`config.mk`:
```
export PLATFORM = sky130hd
export DESIGN_NAME = evrApbRegs
export DESIGN_NICKNAME = d
export VERILOG_FILES = /design/src/evrEventPkg.sv /design/src/evrBusPkg.sv /design/src/evrApbRegs.sv
export SDC_FILE = /design/constraint.sdc
export NUM_CORES = 1
export LEC_CHECK = 0
export BUFFER_PORTS_ARGS = -buffer_cell sky130_fd_sc_hd__buf_2
export CORE_MARGIN = 3
export CORE_UTILIZATION = 52
export CTS_CLUSTER_DIAMETER = 40
export DETAILED_ROUTE_END_ITERATION = 10
export HOLD_SLACK_MARGIN = 0.06
export PLACE_DENSITY_LB_ADDON = 0.12
export SLEW_MARGIN = 20
export SYNTH_ARGS = -nofsm -noshare
export SYNTH_HDL_FRONTEND = slang
export SYNTH_SLANG_ARGS = --single-unit
```
`constraint.sdc`:
```
create_clock -name mgt_rec_clk -period 4.95 [get_ports mgt_rec_clk]
set_input_delay 0 -clock mgt_rec_clk [delete_from_list [all_inputs] [get_ports mgt_rec_clk]]
set_output_delay 0 -clock mgt_rec_clk [all_outputs]
set_load 0.05 [all_outputs]
```
`src/evrEventPkg.sv`:
```
package evrEventPkg;

    //////////////////////////////////////////////////
    // event stream types
    //////////////////////////////////////////////////

    // one byte per recovered link cycle
    typedef logic [7:0] eventCode_t;

    // code 0 carries no event
    localparam eventCode_t NullCode = 8'h00;

    // mapping RAM word
    typedef logic [15:0] mapWord_t;

    // bit 15 raises the event interrupt
    localparam int IrqBit = 15;

    // fire bits 0..7 of a mapping word
    localparam int MaxChannels = 8;

    //////////////////////////////////////////////////
    // trigger channel types
    //////////////////////////////////////////////////

    // delay or width in link cycles
    typedef logic [31:0] pulseCount_t;

    typedef struct packed {
        pulseCount_t delay;
        pulseCount_t width;
        logic        polarity;
    } channelCfg_t;

    // pulse generator states
    typedef enum logic [1:0] {
        IDLE,
        DELAY,
        ACTIVE
    } trigState_t;

endpackage

```
`src/evrBusPkg.sv`:
```
package evrBusPkg;

    //////////////////////////////////////////////////
    // APB types
    //////////////////////////////////////////////////

    typedef logic [11:0] apbAddr_t;
    typedef logic [31:0] apbData_t;

    // register or RAM index from the address
    typedef logic [7:0] regIndex_t;

    // address layout
    // bit 10 picks the bank, 9..2 the index, 1..0 always zero
    localparam int BankBit  = 10;
    localparam int IndexMsb = 9;
    localparam int IndexLsb = 2;

    typedef struct packed {
        logic     psel;
        logic     penable;
        logic     pwrite;
        apbAddr_t paddr;
        apbData_t pwdata;
    } apbReq_t;

    typedef struct packed {
        apbData_t prdata;
        logic     pready;
        logic     pslverr;
    } apbRsp_t;

    //////////////////////////////////////////////////
    // mapping RAM port request and response
    //////////////////////////////////////////////////

    typedef struct packed {
        logic                    request;
        logic                    write;
        evrEventPkg::eventCode_t index;
        evrEventPkg::mapWord_t   wdata;
    } mapReq_t;

    // rdata valid the cycle after a granted read
    typedef struct packed {
        logic                  grant;
        evrEventPkg::mapWord_t rdata;
    } mapRsp_t;

    // register bank indices
    // channel c delay at 2c, width at 2c+1
    localparam regIndex_t RegPolarity = 8'd16;
    localparam regIndex_t RegStatus   = 8'd17;
    localparam regIndex_t RegId       = 8'd18;

    localparam apbData_t EvrId = 32'hE7E0_0104;

endpackage

```
`src/evrApbRegs.sv`:
```
`timescale 1ns/1ps

module evrApbRegs #(
    parameter int NumChannels = 4
) (
    input  logic                     mgt_rec_clk,
    input  logic                     bus_reset_n,
    input  evrBusPkg::apbReq_t       apbReq,
    output evrBusPkg::apbRsp_t       apbRsp,
    output evrBusPkg::mapReq_t       mapReq,
    input  evrBusPkg::mapRsp_t       mapRsp,
    input  logic                     eventIrq,
    output evrEventPkg::channelCfg_t channelCfg [NumChannels],
    output logic [NumChannels-1:0]   cfgWrite,
    output logic                     intrEvent
);

    // delay and width registers occupy 0 .. 2*NumChannels-1
    localparam int ChanRegs = 2 * NumChannels;

    // register storage
    evrEventPkg::pulseCount_t delayReg [NumChannels];
    evrEventPkg::pulseCount_t widthReg [NumChannels];
    // one polarity bit per possible channel
    logic [evrEventPkg::MaxChannels-1:0] polarityReg;
    logic eventFlag;

    // map read waits one cycle for the RAM output register
    logic readPending;

    // decoded transfer
    logic                 access;
    logic                 mapBank;
    evrBusPkg::regIndex_t index;
    logic                 regAccess;
    logic                 mapAccess;
    logic                 chanHit;
    logic                 regValid;
    logic                 regWritable;
    logic                 regWrite;
    evrBusPkg::apbData_t  regRdata;

    //////////////////////////////////////////////////
    // address decode
    //////////////////////////////////////////////////

    assign access  = apbReq.psel && apbReq.penable;
    assign mapBank = apbReq.paddr[evrBusPkg::BankBit];
    assign index   = apbReq.paddr[evrBusPkg::IndexMsb:evrBusPkg::IndexLsb];

    assign regAccess = access && !mapBank;
    assign mapAccess = access && mapBank;

    assign chanHit = (index < ChanRegs);
    // ID is read only
    assign regWritable = chanHit || (index == evrBusPkg::RegPolarity) ||
                         (index == evrBusPkg::RegStatus);
    assign regValid    = regWritable || (index == evrBusPkg::RegId);
    assign regWrite    = regAccess && apbReq.pwrite && regWritable;

    //////////////////////////////////////////////////
    // register bank
    //////////////////////////////////////////////////

    always_ff @(posedge mgt_rec_clk) begin
        if (!bus_reset_n) begin
            for (int c = 0; c < NumChannels; c++) begin
                delayReg[c] <= '0;
                widthReg[c] <= '0;
            end
            polarityReg <= '0;
        end else if (regWrite) begin
            for (int c = 0; c < NumChannels; c++) begin
                if (index == 2 * c) begin
                    delayReg[c] <= apbReq.pwdata;
                end
                if (index == 2 * c + 1) begin
                    widthReg[c] <= apbReq.pwdata;
                end
            end
            if (index == evrBusPkg::RegPolarity) begin
                polarityReg <= apbReq.pwdata[evrEventPkg::MaxChannels-1:0];
            end
        end
    end

    // sticky event flag
    // a new event wins over a clear
    always_ff @(posedge mgt_rec_clk) begin
        if (!bus_reset_n) begin
            eventFlag <= 1'b0;
        end else if (eventIrq) begin
            eventFlag <= 1'b1;
        end else if (regWrite && index == evrBusPkg::RegStatus && apbReq.pwdata[0]) begin
            eventFlag <= 1'b0;
        end
    end

    assign intrEvent = eventFlag;

    // channel restarts on its own delay/width write or any polarity write
    always_comb begin
        for (int c = 0; c < NumChannels; c++) begin
            cfgWrite[c] = regWrite &&
                          ((index == evrBusPkg::RegPolarity) || ((index >> 1) == c));
            channelCfg[c].delay    = delayReg[c];
            channelCfg[c].width    = widthReg[c];
            channelCfg[c].polarity = polarityReg[c];
        end
    end

    // read mux
    always_comb begin
        regRdata = '0;
        for (int c = 0; c < NumChannels; c++) begin
            if (index == 2 * c) begin
                regRdata = delayReg[c];
            end
            if (index == 2 * c + 1) begin
                regRdata = widthReg[c];
            end
        end
        if (index == evrBusPkg::RegPolarity) begin
            regRdata = 32'(polarityReg);
        end
        if (index == evrBusPkg::RegStatus) begin
            regRdata = 32'(eventFlag);
        end
        if (index == evrBusPkg::RegId) begin
            regRdata = evrBusPkg::EvrId;
        end
    end

    //////////////////////////////////////////////////
    // map bank forwarding
    //////////////////////////////////////////////////

    // request held through access until granted
    assign mapReq.request = mapAccess && !readPending;
    assign mapReq.write   = apbReq.pwrite;
    assign mapReq.index   = index;
    assign mapReq.wdata   = apbReq.pwdata[15:0];

    always_ff @(posedge mgt_rec_clk) begin
        if (!bus_reset_n) begin
            readPending <= 1'b0;
        end else begin
            readPending <= mapRsp.grant && !apbReq.pwrite;
        end
    end

    // response
    // register bank has no wait states
    // map writes end on grant
    always_comb begin
        apbRsp.pready  = regAccess || (mapRsp.grant && apbReq.pwrite) || readPending;
        apbRsp.pslverr = regAccess && (apbReq.pwrite ? !regWritable : !regValid);
        apbRsp.prdata  = readPending ? {16'b0, mapRsp.rdata} : regRdata;
    end

endmodule

```
# Word level (Yosys, flattened, before mapping)
# Memories as Yosys holds them, arrays and structs flattened.
# Cells that the tools add are included.
# op_classes
bitwise_logic,8
reduce_logical,33
muxes,56
n_eq_ne,13
order_cmp,1
# ops
op,n
$mux W32,20
$mux W1,36
$eq A8 B3 Y1 const B,4
$logic_not A32 Y1,1
$eq A8 B5 Y1 const B,3
$eq A8 B2 Y1 const B,2
$logic_and A1 B1 Y1,15
$eq A7 B2 Y1 const B,2
$logic_or A1 B1 Y1,9
$eq A8 B1 Y1 const B,1
$logic_not A8 Y1,1
$lt A8 B4 Y1 const B,1
$or A1 B1 Y1,8
$eq A7 B1 Y1 const B,1
$logic_not A1 Y1,5
$reduce_and A2 Y1,1
$reduce_bool A2 Y1,1
# word_totals
memories,2
mem_bits_rw,256
out_inout_bits,325
register_bits,10
wordCells,116
# mem_list
memory,depth,width,read_ports,rd_clocked_by_memory_dff,wr,line_no,source
delayReg,4,32,4,0,4,evrApbRegs.sv:22,evrEventPkg::pulseCount_t delayReg [NumChannels];
widthReg,4,32,4,0,4,evrApbRegs.sv:23,evrEventPkg::pulseCount_t widthReg [NumChannels];

# Logic depth before layout (Yosys ltp)
# Gate-level depths: netlist (run 1).
# logic_depth
depth_word,13
depth_mapped,8
mapped_depth_nobuf,5

# Worst setup path after synthesis (run 1)
# Ideal clock, no wire load.
# synth_path
path_kind,input to register
start,in apbReq[41] (netlist name)
end,mem delayReg[3][0] (netlist name) (enable)
setup_slack_ps,854
n_path_buf,2
path_stages,6
t_arrival_ps,3626
t_required_ps,4480
setup_time_ps,470
path_cell_list,or4_1 -> buf_4 -> nor3_2 -> buf_4 -> nand2_1 -> o31ai_1
# synth_lines
element,line_no,source
from (decl),evrApbRegs.sv:8,"input evrBusPkg::apbReq_t apbReq,"
to (decl),evrApbRegs.sv:22,

==> impl_metrics.tcl, run 1 <==
set metrics [dict create \
    status "finished clean" \
    cp-start-kind "input pin" \
    holdPathStages 2 \
    synth_area_mm2 0.0128 \
    drc 0 \
    ys_types 61 \
    synth_top_family_by_area "simple AND/OR/NAND/NOR gates" \
    cp_cell_sequence "buf_4 > buf_4 > nand2_1 > nand3_1 > nand2_1 > o31ai_1 > buf_2" \
    final_nets 1418 \
    cts_root_buf "clkbuf_16" \
    fin_crit_ns 2.97 \
    postSynthCellCount 961 \
    drive_gt1_share_pct 39.6 \
    grt_pass1_vias 10000 \
    cts_tree "built" \
    routed_wl_mm 44.1 \
    synthToLayoutAreaGrowth_pct 28.9 \
    gp_congestion 0.874 \
    insertion_delay_ns 0.50 \
    synth_mux_area_share_pct 9.08 \
    synth_top_area_share_pct 59.9 \
    intPower_mw 4.41 \
    r2r-start "intrEvent$_SDFFE_PN0P_" \
    p_per_area_mw_per_mm2 377 \
    critPathArrivalTime_ns 2.97 \
    synth_compound_area_share_pct 7.36 \
    worst_pin_slew_ns 1.16 \
    r2r_cells 3 \
    r2r_setup_slack_ns 3.71 \
    design_area_mm2 0.0165 \
    finalSetupViolCount 0 \
    finalHoldViolCount 0 \
    ios 392 \
    max_freq_mhz 337 \
    power.share.clock_pct 42.2 \
    grtUsageTotal_pct 32.4 \
    clockBufferDepth 3 \
    cap_violations 0 \
    synth_top_area_cell "edfxtp_1" \
    r2r-end "intrEvent$_SDFFE_PN0P_" \
    placed_area_mm2 0.0149 \
    synth.avg_cell_area_um2 13.3 \
    first_iter_violations 1032 \
    whs_endpoint "polarityReg[7]$_SDFFE_PN0P_" \
    num_rows 56 \
    synth_edf_count 256 \
    synth.net_count 1028 \
    ys_seq_area_share_pct 61.5 \
    seq_power_share_pct 42.4 \
    fin_skew_ns 0 \
    synth_simple_gate_area_share_pct 17.9 \
    dp_hpwl_mm 28.9 \
    path_buf_inv 3 \
    grt_pass1_wl_mm 63.1 \
    path_clk_slew_ns 0.05 \
    synth-xor-area-share_pct 0 \
    start_util_pct 53.8 \
    async_flop_share_pct 0 \
    die_h_um 163 \
    end_kind "primary output" \
    slew_violations 0 \
    wl_per_cell_um 25.9 \
    final.setup.tns_ns 0 \
    antenna_found_initial 1 \
    portBuffers 388 \
    comb_power_share_pct 15.4 \
    ir_drop_mv 0.270 \
    vias_per_cell 5.86 \
    numCtsBuffers 37 \
    cts_sinks 266 \
    ant_nets 0 \
    rsz0062_at_grt "false" \
    yosys_register_bits 266 \
    synthAdderAreaFrac_pct 0 \
    crit_path_max_fanout 39 \
    hp-start "bus_reset_n" \
    drtPass1Iterations 5 \
    switchingPower_mw 1.83 \
    relSlewSlack_pct 22.3 \
    swShare_pct 29.3 \
    cp.required_ns 4.95 \
    grt_overflow 0 \
    yosysWarnings 0 \
    grt_max_degree 52 \
    core-area_mm2 0.0238 \
    h-tree-depth 2 \
    crit_family "buffers and inverters" \
    critical_path_class "input pin to primary output" \
    synth_ff_type "edfxtp_1" \
    fin_crit_sh_pct 60.0 \
    yosys-top-cells-area "edfxtp_1, and2_1, mux4_2" \
    slowest_stage "nand2_1" \
    num_vias 9947 \
    die_w_um 163 \
    min_path_type "input pin to flop" \
    p_leak_nw 6.57 \
    dieArea_mm2 0.0266 \
    max_stage_delay_ns 0.60 \
]
==> how the worst max path moves through the flow <==
| stage | from | end | slack (ns) | depth (start not counted) |
|---|---|---|---|---|
| global route | apbReq[36] | apbRsp[2] | 1.89 | 7 |
| global placement | apbReq[41] | widthReg[2][6]$_SDFFCE_PN0P_ | 1.56 | 7 |
| finish | apbReq[35] | apbRsp[7] | 1.98 | 7 |
| detailed placement | apbReq[41] | widthReg[2][10]$_SDFFCE_PN0P_ | 1.51 | 7 |
| CTS | apbReq[41] | widthReg[2][1]$_SDFFCE_PN0P_ | 2.04 | 7 |
| floorplan | apbReq[41] | delayReg[3][0]$_SDFFCE_PN0P_ | 0.85 | 6 |
==> worst register-to-register path, cell delays in order (launching register included) <==
cell and delay (ns):
dfxtp_1 0.32, o21a_1 0.10, o21a_1 0.16, dlygate4sd3_1 0.55
==> synthesized netlist by cell type, types with 7 or more instances <==
master and n:
edfxtp_1 256, nor2_1 16, dfxtp_1 10, nor2b_1 10, o221ai_1 11, and2_1 258, o22ai_1 20, o21ai_0 27
nand3_1 11, buf_2 22, a22oi_1 7, clkbuf_2 18, mux4_2 28, a211oi_1 7, a22o_1 9, clkbuf_1 12
a21oi_1 26, nand2_1 42, or3_1 7, buf_4 32, mux2_2 19, mux2i_1 32
==> cells in the final DEF (no fill, tap or decap), types with 9 or more instances in the layout <==
cell type and instances:
and2_1 258, nor2_1 16, buf_2 386, nand2_1 42, nand3_1 11, mux2i_1 32
a22o_1 9, a21oi_1 26, mux2_2 19, o221ai_1 11, mux4_2 28, buf_4 19
o21ai_0 21, o22ai_1 20, dfxtp_1 10, dlygate4sd3_1 36, edfxtp_1 256, nor2b_1 10
clkbuf_16 39
==> registers in the layout (all words and copies together), names as in the netlist <==
name and cells:
delayReg 128, widthReg 128, polarityReg 8, intrEvent 1, readPending 1
==> per-stage QoR <==
step	power (mW)	util (%)	instances	setup slack, ns	hold WS (ns)
5_1_grt	6.40	69.4	1697	1.89	0.0980
6_report	6.23	69.4	1698	1.98	0.0917
3_3_place_gp	3.61	62.7	1595	1.56	0.252
3_5_place_dp	3.62	62.7	1595	1.51	0.255
2_1_floorplan	3.34	-	961	0.854	0.124
4_1_cts	6.25	69.4	1697	2.04	0.0795
==> power groups by stage <==
stage                     sequential, mW  clock [mW]  combinational, mW
after floorplan                     3.07           0              0.269
after CTS                           2.64        2.65              0.959
after global placement              2.68           0              0.932
after global routing                2.65        2.76              0.992
after detailed placement            2.68           0              0.935
final                               2.64        2.63              0.960
==> cells by family (layout without fill, tap and decap cells) <==
family	Yosys count	after routing
AND/OR/NAND/NOR	380	380
flip-flops	266	266
AO/OA/AOI/OAI	140	140
buffers and inverters	96	513
multiplexers	79	79
other	0	1
==> area by class of cell <==
type	instances	area (um^2)
Antenna cell	1	2.50
Inverter	5	18.8
Sequential cell	266	7890
Fill cell	1756	7290
Multi-Input combinational cell	599	4550
Clock inverter	24	248
Tap cell	319	399
Timing Repair Buffer	442	2450
Clock buffer	42	987
==> repair_timing <==
item,4_1_cts,5_1_grt
buffers inserted,0,0
resized for setup,0,0
hold endpoints to repair,266,0
hold buffers,36,0
==> metal layers <==
layer  vias to the layer above  track usage [%]  part of all wire (%)
li1                       4317                -                     -
met1                      4889             40.4                    36
met2                       635             54.9                    50
met3                       106             7.96                    10
met4                         0             12.4                   3.6
met5                         -                0                     0
No activity file was read; power rests on OpenSTA's default activity.
==> run 2: changes to the inputs <==
Settings changed: ABC_AREA from default to 1, CORE_UTILIZATION 52 to 46.
Clock period 4.95 ns to 2.5 ns, I/O delays scaled along.
==> impl_metrics.tcl, run 2 <==
set metrics [dict create \
    clockBufferDepth 3 \
    async_flop_share_pct 0 \
    yosysMostFrequentCell "nor2_1" \
    critPathArrivalTime_ns 2.28 \
    cts_root_buf "clkbuf_16" \
    postSynthCellCount 1194 \
    ios 392 \
    finalHoldViolCount 0 \
    reg_top3 "delayReg (128), widthReg (128), polarityReg (8)" \
    grt_max_degree 33 \
    crit_path_max_fanout 13 \
    fillers 2090 \
    slew_violations 0 \
    critical_path_class "flop to primary output" \
    wl_per_cell_um 22.6 \
    yosys_register_bits 266 \
    ys_seq_area_share_pct 65.3 \
    antenna_found_initial 0 \
    multi_input_comb_area_mm2 0.00343 \
    portBuffers 388 \
    synth_top_area_share_pct 63.6 \
    path_buf_inv 4 \
    path_clk_slew_ns 0.05 \
    final_nets 1686 \
    first_iter_violations 953 \
    cp.required_ns 2.50 \
    final.setup.tns_ns 0 \
    synth.net_count 1261 \
    p_per_area_mw_per_mm2 784 \
    ant_nets 0 \
    grt_pass1_vias 10700 \
    drive_gt1_share_pct 32.8 \
    p_leak_nw 7.10 \
    n_antenna_cell 0 \
    insertion_delay_ns 0.52 \
    min_path_type "input pin to flop" \
    grtUsageTotal_pct 31.0 \
    grt_pass1_wl_mm 65.8 \
    grt_overflow 0 \
    finalSetupViolCount 0 \
    most-common-layout-cells "buf_2, nor2_1, edfxtp_1, nand2_1, inv_1" \
    gp_congestion 0.906 \
    synth_common_cells "nor2_1, edfxtp_1, nand2_1" \
    synth.avg_cell_area_um2 10.1 \
    cp-start-kind "flop" \
    dp_hpwl_mm 30.4 \
    layout_commonest_cell "buf_2" \
    slowest_stage "dfxtp_1" \
    synth_area_mm2 0.0121 \
    rsz0062_at_grt "false" \
    routed_wl_mm 44.8 \
    h-tree-depth 2 \
    numCtsBuffers 40 \
    synth_edf_count 256 \
    relSlewSlack_pct 56.7 \
    utilization_pct 63.5 \
    synth_ff_type "edfxtp_1" \
    fin_crit_ns 2.28 \
    vias_per_cell 5.45 \
    crit_family "buffers and inverters" \
    synth_top_area_cell "edfxtp_1" \
    num_vias 10800 \
    ys_types 33 \
    yosys-top-cells-area "edfxtp_1, nor2_1, nand2_1" \
    drc 0 \
    end_kind "primary output" \
    max_freq_mhz 439 \
    cts_sinks 266 \
    cts_tree "built" \
    cp_cell_sequence "inv_2 > nand2_1 > inv_2 > nand2_1 > inv_4 > o221ai_1 > o21ai_1 > clkbuf_4" \
    ir_drop_mv 0.750 \
    num_rows 58 \
    fin_crit_sh_pct 91.1 \
    yosysWarnings 0 \
    die_w_um 168 \
    start_util_pct 47.4 \
    cap_violations 0 \
    max_stage_delay_ns 0.32 \
    dieArea_mm2 0.0283 \
    cts_post_setup_buffers_inserted 0 \
    synthToLayoutAreaGrowth_pct 33.9 \
    drtPass1Iterations 6 \
    seqCellArea_mm2 0.00789 \
    core-area_mm2 0.0255 \
    fin_skew_ns 0 \
    die_h_um 168 \
    worst_pin_slew_ns 0.650 \
    status "finished clean" \
]
-- run 2: kinds of logic (layout without fill, tap and decap cells) --
family	count (synthesis)	after routing	share of synthesized area (%)
flip-flops	266	266	65.3
AO/OA/AOI/OAI	136	136	6.09
buffers and inverters	173	630	7.15
AND/OR/NAND/NOR	619	619	21.5
-- run 2: what timing repair did --
action | 4_1_cts | 5_1_grt
hold buffers | 36 | 0
setup endpoints to repair | 1 | 2
gates resized for setup | 1 | 2
endpoints found under the hold margin | 266 | 0
pin swaps | 0 | 0
cloned | 0 | 0
-- run 2: routing by layer --
metal | global-route usage (%) | wire, um
met4 | 12.4 | 1750
met3 | 8.38 | 5480
met5 | 0 | 0
met2 | 51.5 | 21000
met1 | 38.8 | 16500
-- run 2: metrics by stage --
step,setup WS [ns],area (um^2),std cells,hold slack [ns],power (mW)
after floorplan,-0.252,12100,1194,0.0776,6.44
after global placement,0.346,14400,1871,0.219,6.92
after global routing,0.122,16200,1981,0.248,13.0
final,0.222,16200,1981,0.235,12.7
after CTS,0.0637,16200,1981,0.209,12.7
after detailed placement,0.294,14400,1871,0.223,6.93
-- run 2: layout make-up --
type | instances | area share, %
clock buffers | 47 | 6.67
clock inverters | 27 | 1.97
inverters | 85 | 1.99
multi-input cells | 755 | 21.2
flip-flops and latches | 266 | 48.7
well taps | 330 | 2.55
repair buffers | 471 | 16.9
-- run 2: final timing paths --
check                           depth (start not counted)                   startpoint  slack (ns)                          end
worst min register to register                          2  polarityReg[4]$_SDFFE_PN0P_        0.46  polarityReg[4]$_SDFFE_PN0P_
worst max register to register                          3       intrEvent$_SDFFE_PN0P_        1.32       intrEvent$_SDFFE_PN0P_
worst max-delay path                                    8       readPending$_SDFF_PN0_        0.22                   apbRsp[12]
worst min-delay path                                    4                  bus_reset_n        0.24  polarityReg[0]$_SDFFE_PN0P_
-- run 2: tightest hold or removal path, cell delays in order --
cell and delay (ns):
buf_2 0.25, buf_4 0.31, o21ai_0 0.11, a21oi_1 0.04
-- run 2: power breakdown --
group          leakage, nW  total, mW  internal [mW]  switching (mW)
Combinational         3.93       1.67          0.304            1.36
Clock                0.659       5.79           3.65            2.14
Sequential            2.51       5.22           5.09           0.125
