File: config.mk
export PLATFORM = sky130hd
export DESIGN_NAME = triggerChannel
export DESIGN_NICKNAME = d
export VERILOG_FILES = /design/src/evrEventPkg.sv /design/src/triggerChannel.sv
export SDC_FILE = /design/constraint.sdc
export NUM_CORES = 1
export LEC_CHECK = 0
export BUFFER_PORTS_ARGS = -buffer_cell sky130_fd_sc_hd__buf_2
export CAP_MARGIN = 0
export CORE_UTILIZATION = 52
export DETAILED_ROUTE_END_ITERATION = 8
export PLACE_DENSITY = 0.79
export REMOVE_ABC_BUFFERS = 1
export SETUP_SLACK_MARGIN = 0.2
export SLEW_MARGIN = 40
export SYNTH_ARGS = -nofsm -noshare
export SYNTH_HDL_FRONTEND = slang
export SYNTH_SLANG_ARGS = --single-unit
File: constraint.sdc
create_clock -name mgt_rec_clk -period 3.65 [get_ports mgt_rec_clk]
set_clock_uncertainty 0.05 [all_clocks]
set_input_delay 0.1825 -clock mgt_rec_clk [delete_from_list [all_inputs] [get_ports mgt_rec_clk]]
set_output_delay 0.1825 -clock mgt_rec_clk [all_outputs]
set_load 0.02 [all_outputs]
File: src/evrEventPkg.sv
package evrEventPkg;

    //////////////////////////////////////////////////
    // event stream types
    //////////////////////////////////////////////////

    // one byte per recovered link cycle
    typedef logic [7:0] eventCode_t;

    // code 0 carries no event
    localparam eventCode_t NullCode = 8'h00;

    // mapping RAM word
    typedef logic [15:0] mapWord_t;

    // bit 15 raises the event interrupt
    localparam int IrqBit = 15;

    // fire bits 0..7 of a mapping word
    localparam int MaxChannels = 8;

    //////////////////////////////////////////////////
    // trigger channel types
    //////////////////////////////////////////////////

    // delay or width in link cycles
    typedef logic [31:0] pulseCount_t;

    typedef struct packed {
        pulseCount_t delay;
        pulseCount_t width;
        logic        polarity;
    } channelCfg_t;

    // pulse generator states
    typedef enum logic [1:0] {
        IDLE,
        DELAY,
        ACTIVE
    } trigState_t;

endpackage

File: src/triggerChannel.sv
`timescale 1ns/1ps

module triggerChannel (
    input  logic                     mgt_rec_clk,
    input  logic                     bus_reset_n,
    input  evrEventPkg::channelCfg_t cfg,
    input  logic                     cfgWrite,
    input  logic                     fire,
    output logic                     trigger
);

    evrEventPkg::trigState_t  state;
    evrEventPkg::trigState_t  nextState;
    // shared down counter for delay and width
    evrEventPkg::pulseCount_t count;
    evrEventPkg::pulseCount_t nextCount;
    logic                     countDone;

    assign countDone = (count == '0);

    //////////////////////////////////////////////////
    // pulse FSM
    //////////////////////////////////////////////////

    always_comb begin
        nextState = state;
        nextCount = count;
        case (state)
            evrEventPkg::IDLE: begin
                // zero width means no pulse at all
                if (fire && cfg.width != '0) begin
                    if (cfg.delay == '0) begin
                        nextState = evrEventPkg::ACTIVE;
                        nextCount = cfg.width - 1'b1;
                    end else begin
                        nextState = evrEventPkg::DELAY;
                        nextCount = cfg.delay - 1'b1;
                    end
                end
            end
            evrEventPkg::DELAY: begin
                // fire ignored until back in idle
                if (countDone) begin
                    nextState = evrEventPkg::ACTIVE;
                    nextCount = cfg.width - 1'b1;
                end else begin
                    nextCount = count - 1'b1;
                end
            end
            evrEventPkg::ACTIVE: begin
                if (countDone) begin
                    nextState = evrEventPkg::IDLE;
                end else begin
                    nextCount = count - 1'b1;
                end
            end
            default: begin
                nextState = evrEventPkg::IDLE;
            end
        endcase
    end

    // config write drops a pending or running pulse
    always_ff @(posedge mgt_rec_clk) begin
        if (!bus_reset_n || cfgWrite) begin
            state <= evrEventPkg::IDLE;
        end else begin
            state <= nextState;
        end
    end

    // loaded at the start of each delay or width
    always_ff @(posedge mgt_rec_clk) begin
        count <= nextCount;
    end

    // active level follows polarity
    assign trigger = (state == evrEventPkg::ACTIVE) ^ cfg.polarity;

endmodule

Word-level counts from Yosys, hierarchy flattened:

Index checks and enable logic that the tools add are counted.
W data, S select, Z words.

* bits in registers: 34
* logic and storage cells: 32

* add/sub/neg operators: 3
* equal/unequal tests: 6
* multiplexer cells: 10
* bitwise logic cells: 1
* reductions and logical operators: 10

Operators by type and width (count)
* $mux W32: 4
* $pmux W32 S3: 1
* $sub A32 B1 Y32 const B: 3
* $logic_not A32 Y1: 2
* $reduce_bool A32 Y1: 1
* $mux W2: 4
* $ne A2 B2 Y1 const B: 4
* $pmux W2 S3: 1
* $reduce_and A3 Y1: 2
* $reduce_bool A3 Y1: 1
* $eq A2 B1 Y1 const B: 1
* $eq A2 B2 Y1 const B: 1
* $logic_not A2 Y1: 1
* $logic_and A1 B1 Y1: 1
* $logic_not A1 Y1: 1
* $logic_or A1 B1 Y1: 1
* $xor A1 B1 Y1: 1

Longest topological paths before layout:

Gate-level depths: netlist (run 1).

* depth in word-level cells: 4
* mapped depth: 9
* depth with buffers taken out: 8

Worst setup path before layout (run 1):

OpenSTA, ideal clock, no wires.

* path kind: register to register
* start point: reg count[0]
* end point: reg count[0] (enable)
* setup time: 0.474 ns
* arrival time: 3.503 ns
* path slack: -0.378 ns
* cell stages (with the launch flop): 7
* buffers on the path: 0
* clock period less this slack: 4.028 ns
* cell sequence: edfxtp_1 inv_1 ha_1 nor2b_1 nand4_1 nor3_4 a221oi_1

* cells in the longest elaborated chain, start to end: 3

Ends and longest elaborated chain
* from (decl): line triggerChannel.sv:15 `evrEventPkg::pulseCount_t count;`
* from (signal assigned): line triggerChannel.sv:74 `count <= nextCount;`
* $logic_not A32 Y1: line triggerChannel.sv:19 `assign countDone = (count == '0);`
* $ne A2 B2 Y1 (no line)
* $reduce_and A3 Y1 (no line)

Every way passes these cells.
A chain may end at the register's enable or synchronous reset.

Worst setup path after layout (run 1):

* start point: reg count[8]
* end point: reg count[29] (data pin)

* cells in the longest elaborated chain, start to end: 3
* elaborated cells between the ends (all ways): 5

Ends and longest elaborated chain
* $sub A32 B1 Y32 or $logic_not A32 Y1 (tied branches): line triggerChannel.sv:47, triggerChannel.sv:54, triggerChannel.sv:19
* $mux W32 (on tied branches): line triggerChannel.sv:51, triggerChannel.sv:43
* $pmux W32 S3 *: line triggerChannel.sv:28 `case (state)`
* via nextCount[29]: line triggerChannel.sv:16 `evrEventPkg::pulseCount_t nextCount;`

Mark *: on every way through the listed nets, which the timed path passes. The rest lies on a longest branch. The select of a mux whose other input is x is not followed.

==> flow_metrics.tcl, run 1 <==
set metrics [dict create \
    hp-class "in -> reg" \
    grt_max_degree 25 \
    fin_area_mm2 0.00430 \
    numPortBuffers 69 \
    core-area_mm2 0.00683 \
    synth_seq_cells 34 \
    syn-cell-area_mm2 0.00369 \
    yosys.area.top_type "edfxtp_1" \
    crit_type "reg -> reg" \
    rsz0062_at_grt "false" \
    cts_inserted_buffers 5 \
    ioPinCount 70 \
    dieArea_mm2 0.00744 \
    clkTransAtPathRegs_ns 0.07 \
    m1WireLength_mm 4.69 \
    dr_wl_met3_um 876 \
    drt-initial-drc-count 276 \
    hold_path_depth 4 \
    synth_compound_area_share_pct 16.5 \
    root_buffer "clkbuf_8" \
    top_layer_used "met4" \
    wl_per_cell_um 17.8 \
    syn-instance-count 437 \
    cts_tree "built" \
    max_slew_margin_pct 58.1 \
    hold_viol 0 \
    cp_slowest_cell "o41ai_4" \
    setup_viol 0 \
    ys_seq_area_share_pct 27.1 \
    timing.fmax_mhz 325 \
    r2r_slack_ns 0.58 \
    hold_ws_ns 0.150 \
    path_max_fanout 24 \
    grtUsageTotal_pct 29.9 \
    fin_crit_sh_pct 84.2 \
    worst_path_dominant_cell_family "simple AND/OR/NAND/NOR gates" \
    grt-ovfl-total 0 \
    wl_mm 10.9 \
    end_kind "flip-flop" \
    nets 591 \
    maxCapViolations 0 \
    diodes 0 \
    synth_top_area_share_pct 26.0 \
    die_h_um 86.3 \
    drive_above_1_share_pct 20.5 \
    min_to "state[1]" \
    power.density_mw_per_mm2 246 \
    synthArstFlopShare_pct 0 \
    vias 3766 \
    clockBufferDepth 2 \
    yosysUniqueCellTypes 58 \
    initial_core_util_pct 54.1 \
    htree_num_levels 2 \
    drc 0 \
    synth_edf_count 32 \
    synthMuxAreaShare_pct 1.96 \
    slew_violations 0 \
    fin_crit_ns 3.07 \
    clock_latency_ns 0.29 \
    start_kind "flip-flop" \
    r2r_start "count[8]" \
    post_cts_buffers 0 \
    critPathArrivalTime_ns 3.05 \
    tightestPinTransition_ns 0.623 \
    area_growth_pct 16.4 \
    path_cells "or4_4 > or3_1 > o41ai_4 > nor2_4 > a22oi_1 > o21ai_0" \
    synthAdderAreaFrac_pct 3.05 \
    slowest_delay_ns 0.66 \
    route.met2.wl_mm 4.99 \
    path_buf_inv 0 \
    ys.flop_type "edfxtp_1" \
    grt_antenna_before_repair 0 \
    synth-xor-area-share_pct 19.0 \
    yosysWarnings 0 \
    dpl-instance-area_mm2 0.00422 \
    p_leak_nw 1.57 \
    postCtsResizedCells 0 \
    synth_area_leaders "edfxtp_1 26%, xor2_1 11%, xnor2_1 7.6%" \
    yosys.area_share.simple_pct 29.4 \
    p_total_mw 1.06 \
    ant_nets 0 \
    final_common_cell "buf_2" \
    grt_pass1_vias 3561 \
    r2r-end "count[29]" \
    dp_hpwl_mm 8.46 \
    ctsHoldBuffers 0 \
    grt_first_pass_wirelength_mm 17.2 \
    mostFrequentLayoutCells "69 x buf_2, 48 x xor2_1, 39 x nand2_1, 36 x nor2_1" \
    crit_path_start "count[8]" \
    setup_ws_ns 0.575 \
    critical_path_required_ns 3.63 \
    finalWeightedCongestion 0.964 \
    irDropWorstVdd_v 0.000163 \
    dieWidth_um 86.3 \
    place_ws_ns 0.627 \
    worstHoldStart "cfgWrite" \
    reg2reg_depth 6 \
    rows 30 \
    status "finished, final reports clean" \
    clock-sinks 34 \
    vias_per_cell 6.18 \
    synth_area_per_cell_um2 8.45 \
    final.setup.tns_ns 0 \
    firstDrtPassIters 5 \
    synth_top_family_by_area "simple AND/OR/NAND/NOR gates" \
]
[cell usage after synthesis, drive strengths merged, types with 3 or more instances]
library cell and n:
a211oi 3, a21o 6, a21oi 5, a221oi 3, a22oi 13, buf 5, clkbuf 9, edfxtp 32
ha 9, inv 10, mux2i 5, nand2 39, nand2b 3, nand3 11, nand4 9, nand4b 4
nor2 37, nor2b 4, nor3 25, nor4 30, o211ai 9, o21ai 19, o22ai 4, o31ai 4
o41ai 4, or2 5, or3 12, or4 12, xnor2 32, xor2 48
[through the flow]
stage               utilization (%)  std cells
floorplan                         -        423
global placement               61.7        602
detailed placement             61.8        602
CTS                            62.9        609
global route                   62.9        609
finish                         62.9        609
[power breakdown]
group          internal (mW)  switching, mW  leakage (nW)
sequential             0.475         0.0364         0.336
clock                  0.131          0.131        0.0383
combinational          0.126          0.158          1.19
[tightest hold or removal path, stage by stage]
cell and delay (ns):
buf_2 0.07, nor2b_1 0.06, nand2_1 0.07, mux2i_1 0.05
[kinds of logic after synthesis]
kind of cell	count (synthesis)
compound gates	83
xor+xnor	80
fa+ha+maj	9
buf+inv	25
flops	34
mux	7
simple gates	199
[layer usage]
layer	up-vias	GRT usage, %
met4	0	12.1
met1	1767	39.0
met3	23	4.67
met2	159	49.6
li1	1817	-
met5	-	0
[worst max-delay path by stage]
stage,cells past startpoint,endpoint,slack (ns)
floorplan,4,count[0],-0.51
global placement,6,count[4],0.66
detailed placement,6,count[22],0.63
CTS,6,count[22],0.61
global route,6,count[14],0.45
finish,6,count[29],0.58
[sequential cells by signal (all words and copies together) (netlist names)]
register,cells
state,2
count,32
[final cells by class]
cell class              count  area [um2]
clock buffers               7        76.3
fillers                   612        2530
inverters                  11        41.3
multi-input cells         378        2610
flip-flops and latches     34        1000
well taps                  96         120
repair buffers             83         450
No activity file was read; power rests on OpenSTA's default activity.
==> run 2: changes to the inputs <==
- CORE_UTILIZATION: 52 -> 57
- PLACE_DENSITY: 0.79 -> 0.82
- clock period: 3.65 -> 2.9 ns (I/O delays scaled with it)
==> run 2 against run 1 <==
Effect of this change:
- hold slack got worse by 0.043 ns
- sequential cell count unchanged
- core utilization increased by 11 points
- sequential share of layout area decreased by 1.0 points
- count of clock-buffer cells in the layout fell by 1
- final cell count fell by 0.16%
- largest cell class unchanged
==> flow_metrics.tcl, run 2 (synthesis gave the netlist of run 1 again) <==
set metrics [dict create \
    mostFrequentLayoutCells "69 x buf_2, 48 x xor2_1, 38 x nand2_1, 36 x nor2_1" \
    root_buffer "clkbuf_8" \
    path_cells "or4_1 > or3_4 > nor3_4 > nand2_1 > o221a_1 > a221oi_2" \
    crit_type "reg -> reg" \
    area.sequential_mm2 0.00100 \
    firstDrtPassIters 5 \
    clock-sinks 34 \
    multi_input_area_mm2 0.00266 \
    dieArea_mm2 0.00681 \
    largest_register_ffs 32 \
    final_common_cell "buf_2" \
    critical_path_required_ns 2.97 \
    cts_tree "built" \
    core-area_mm2 0.00610 \
    slowest_delay_ns 0.53 \
    reg.largest.list "count: 32 flops, state: 2 flops" \
    wl_per_cell_um 18.8 \
    worst_path_dominant_cell_family "simple AND/OR/NAND/NOR gates" \
    path_max_fanout 5 \
    ant_nets 0 \
    drt-initial-drc-count 344 \
    grt_max_degree 33 \
    nets 610 \
    drc 0 \
    finalWeightedCongestion 0.923 \
    worstHoldStart "cfgWrite" \
    fin_cells 608 \
    dp_hpwl_mm 8.38 \
    htree_num_levels 2 \
    rsz0062_at_grt "true" \
    grtUsageTotal_pct 34.4 \
    max_slew_margin_pct 48.8 \
    initial_core_util_pct 60.6 \
    timing.fmax_mhz 381 \
    fillers 493 \
    p_leak_nw 1.69 \
    clkTransAtPathRegs_ns 0.07 \
    setup_viol 0 \
    status "finished, final reports clean" \
    r2r_start "count[13]" \
    wl_mm 11.4 \
    path_buf_inv 0 \
    final.setup.tns_ns 0 \
    grt-ovfl-total 0 \
    rows 28 \
    dieWidth_um 82.5 \
    power.density_mw_per_mm2 307 \
    dp_cells 595 \
    cts_inserted_buffers 5 \
    hp-class "in -> reg" \
    grt_pass1_vias 3557 \
    ioPinCount 70 \
    critPathArrivalTime_ns 2.70 \
    end_kind "flip-flop" \
    clockBufferDepth 2 \
    clock_latency_ns 0.30 \
    maxCapViolations 0 \
    numPortBuffers 69 \
    vias_per_cell 6.46 \
    tightestPinTransition_ns 0.767 \
    fin_crit_sh_pct 90.6 \
    grt_antenna_before_repair 0 \
    fin_crit_ns 2.63 \
    diodes 0 \
    drive_above_1_share_pct 24.8 \
    grt_first_pass_wirelength_mm 17.2 \
    top_register "count" \
    slew_violations 0 \
    hold_viol 0 \
    area_growth_pct 21.6 \
    die_h_um 82.5 \
    crit_path_start "count[13]" \
    vias 3925 \
    start_kind "flip-flop" \
    cp_slowest_cell "or4_1" \
    irDropWorstVdd_v 0.000209 \
]
==> run 2: cell types whose count changed in the layout (fill, tap and decap cells not counted), moves of 2 or more <==
cell and change:
buf_12 +2, nor4_1 -3, buf_4 +16, nor4_2 +2
==> run 2: layout make-up <==
class                      count  area share (%)
clock buffer                   6            1.62
clock inverter                 2           0.195
inverter                      11           0.919
multi-input combinational    379            59.3
sequential                    34            22.3
tap                           75            2.09
timing repair buffer         101            13.6
==> run 2: per-layer routing <==
metal / wire length, um / share of wire, % / track usage (%)
met2: 5480 / 48 / 56.9
met5: 0 / 0 / 0
met4: 215 / 1.9 / 11.6
met1: 4820 / 42 / 45.6
met3: 908 / 8.0 / 5.60
==> run 2: timing repair <==
item,4_1_cts,5_1_grt
gates resized for setup,1,8
buffers inserted,0,4
cloned,0,1
hold buffers,0,0
endpoints found under the setup margin,21,22
pin swaps,0,4
==> run 2: worst reg2reg max path, stage by stage, from the launching register on <==
cell and delay [ns]:
edfxtp_1 0.42, or4_1 0.53, or3_4 0.44, nor3_4 0.25, nand2_1 0.24, o221a_1 0.33, a221oi_2 0.19
==> run 2: final timing paths <==
check / end / slack [ns] / cells after the start
worst min-delay path: state[1] / 0.11 / 4
worst max-delay path: count[31] / 0.27 / 6
worst max register to register: count[31] / 0.27 / 6
worst min register to register: state[1] / 0.46 / 2
==> run 2: per-stage QoR <==
step	util, %	hold slack (ns)	total power, mW	cell area, um2	setup slack [ns]
3_5_place_dp	70.9	0.419	1.02	4320	0.0798
3_3_place_gp	70.8	0.397	1.00	4310	0.144
6_report	73.7	0.107	1.38	4490	0.273
4_1_cts	72.3	0.104	1.36	4410	0.206
2_1_floorplan	-	0.300	0.851	3620	-1.26
5_1_grt	73.7	0.153	1.45	4490	0.188
==> run 2: power by group <==
part	leakage [nW]	total (mW)	switching (mW)	internal, mW
registers	0.336	0.643	0.0454	0.598
clock network	0.0426	0.345	0.180	0.165
logic	1.31	0.391	0.214	0.178
total	1.69	1.38	0.439	0.941
==> run 3: changes to the inputs <==
==> constraint.sdc (replaced) <==
create_clock -name mgt_rec_clk -period 2.9 [get_ports mgt_rec_clk]
set_clock_uncertainty 0.05 [all_clocks]
set_input_delay 0.29 -clock mgt_rec_clk [delete_from_list [all_inputs] [get_ports mgt_rec_clk]]
set_output_delay 0.29 -clock mgt_rec_clk [all_outputs]
set_load 0.02 [all_outputs]
==> run 3 against run 2 <==
Effect of this change:
- non-clock buffer count rose by 6
- final area rose by 0.92%
- global-route usage fell by 1.0 points
==> flow_metrics.tcl, run 3 (synthesis gave the netlist of run 1 again) <==
set metrics [dict create \
    top_register "count" \
    wl_mm 11.1 \
    fin_crit_sh_pct 95.1 \
    dpl-instance-area_mm2 0.00434 \
    largest_register_ffs 32 \
    slew_violations 0 \
    grt_max_degree 33 \
    ioPinCount 70 \
    clockBufferDepth 2 \
    grt_pass1_vias 3515 \
    grtUsageTotal_pct 33.4 \
    drc 0 \
    core-area_mm2 0.00610 \
    clock_latency_ns 0.29 \
    crit_top_cell "buf_6" \
    hold_viol 0 \
    irDropWorstVdd_v 0.000199 \
    cts_tree "built" \
    vias_per_cell 6.43 \
    area_growth_pct 22.7 \
    grt-ovfl-total 0 \
    final.setup.tns_ns 0 \
    p_clk_share_pct 25.1 \
    mostFrequentLayoutCells "69 x buf_2, 48 x xor2_1, 39 x nand2_1, 36 x nor2_1, 33 x buf_4" \
    drt-initial-drc-count 281 \
    fin_crit_ns 2.76 \
    dieWidth_um 82.5 \
    p_seq_share_pct 46.5 \
    internal-power_uw 943 \
    start_kind "flip-flop" \
    drive_above_1_share_pct 25.4 \
    setup_viol 0 \
    final_common_cell "buf_2" \
    swShare_pct 31.8 \
    numPortBuffers 69 \
    fin_cells 614 \
    dp_hpwl_mm 8.39 \
    dp_cells 598 \
    p_switching_uw 439 \
    hp-class "in -> reg" \
    clock-sinks 34 \
    cts_inserted_buffers 5 \
    grt_antenna_before_repair 0 \
    wl_per_cell_um 18.1 \
    dieArea_mm2 0.00681 \
    multi_input_area_mm2 0.00265 \
    path_cells "or4_4 > or3_4 > buf_6 > o41ai_4 > buf_4 > buf_6 > o22ai_1 > a21o_1" \
    die_h_um 82.5 \
    clkTransAtPathRegs_ns 0.07 \
    timing.fmax_mhz 362 \
    maxCapViolations 0 \
    rows 28 \
    root_buffer "clkbuf_8" \
    slowest_delay_ns 0.54 \
    fin_area_mm2 0.00453 \
    ctsHoldBuffers 0 \
    nets 616 \
    critical_path_required_ns 2.89 \
    ant_nets 0 \
    path_max_fanout 8 \
    max_slew_margin_pct 62.2 \
    cp_slowest_cell "or4_4" \
    initial_core_util_pct 60.6 \
    end_kind "flip-flop" \
    area.sequential_mm2 0.00100 \
    grt_first_pass_wirelength_mm 16.8 \
    combinationalPowerShare_pct 28.4 \
    reg.largest.list "count: 32 flops, state: 2 flops" \
    rsz0062_at_grt "true" \
    finalWeightedCongestion 0.900 \
    status "finished, final reports clean" \
    tightestPinTransition_ns 0.561 \
    diodes 0 \
    final_core_util_pct 74.3 \
    power.density_mw_per_mm2 305 \
    vias 3948 \
    p_leak_nw 1.70 \
    worst_path_dominant_cell_family "simple AND/OR/NAND/NOR gates" \
    htree_num_levels 2 \
    crit_type "reg -> reg" \
    path_buf_inv 3 \
    fillers 480 \
    firstDrtPassIters 5 \
    critPathArrivalTime_ns 2.75 \
]
## run 3: changes by cell type in the layout (fill, tap and decap cells not counted), sizes merged
cell / delta
buf: +6
## run 3: worst paths after layout
| path | start | end | slack [ns] | depth (start not counted) |
|---|---|---|---|---|
| setup reg to reg | count[14] | count[28] | 0.14 | 8 |
| hold reg to reg | state[1] | state[1] | 0.45 | 2 |
| setup / recovery | count[14] | count[28] | 0.14 | 8 |
| hold / removal | cfgWrite | state[1] | 0.26 | 4 |
## run 3: power groups by stage
stage / Combinational (mW) / Sequential (mW) / Clock, mW
global placement: 0.352 / 0.649 / 0
finish: 0.393 / 0.643 / 0.346
global route: 0.426 / 0.648 / 0.367
CTS: 0.367 / 0.642 / 0.350
detailed placement: 0.365 / 0.651 / 0
floorplan: 0.207 / 0.643 / 0
## run 3: metrics by stage
stage / hold slack (ns) / power (mW) / worst slack, ns
6_report: 0.262 / 1.38 / 0.141
4_1_cts: 0.257 / 1.36 / 0.205
3_3_place_gp: 0.435 / 1.00 / 0.0676
2_1_floorplan: 0.418 / 0.851 / -1.26
3_5_place_dp: 0.446 / 1.02 / 0.00789
5_1_grt: 0.307 / 1.44 / 0.0976
## run 3: cell type report
| cell class | instances | area share [%] |
|---|---|---|
| sequential | 34 | 22.1 |
| inverter | 11 | 0.911 |
| timing repair buffer | 107 | 14.7 |
| tap | 75 | 2.07 |
| multi-input combinational | 379 | 58.4 |
| clock inverter | 2 | 0.193 |
| clock buffer | 6 | 1.60 |
## run 3: metal layers
| layer | GRT usage (%) | share of wire (%) |
|---|---|---|
| met5 | 0 | 0 |
| met4 | 10.2 | 2.2 |
| met3 | 4.84 | 8.8 |
| met2 | 55.5 | 48 |
| met1 | 44.8 | 41 |
## run 3: worst reg2reg max path, cell delays in order, from the launching register on
cell      delay, ns
edfxtp_1       0.43
or4_4          0.54
or3_4          0.45
buf_6          0.15
o41ai_4        0.26
buf_4          0.21
buf_6          0.14
o22ai_1        0.08
a21o_1         0.19
## run 3: timing repair
item                       in CTS  in global routing
buffers inserted                0                  7
hold endpoints to repair        0                  0
gates cloned                    0                  1
gates resized for setup         1                 11
setup endpoints to repair      65                 17
pin swaps                       2                 11
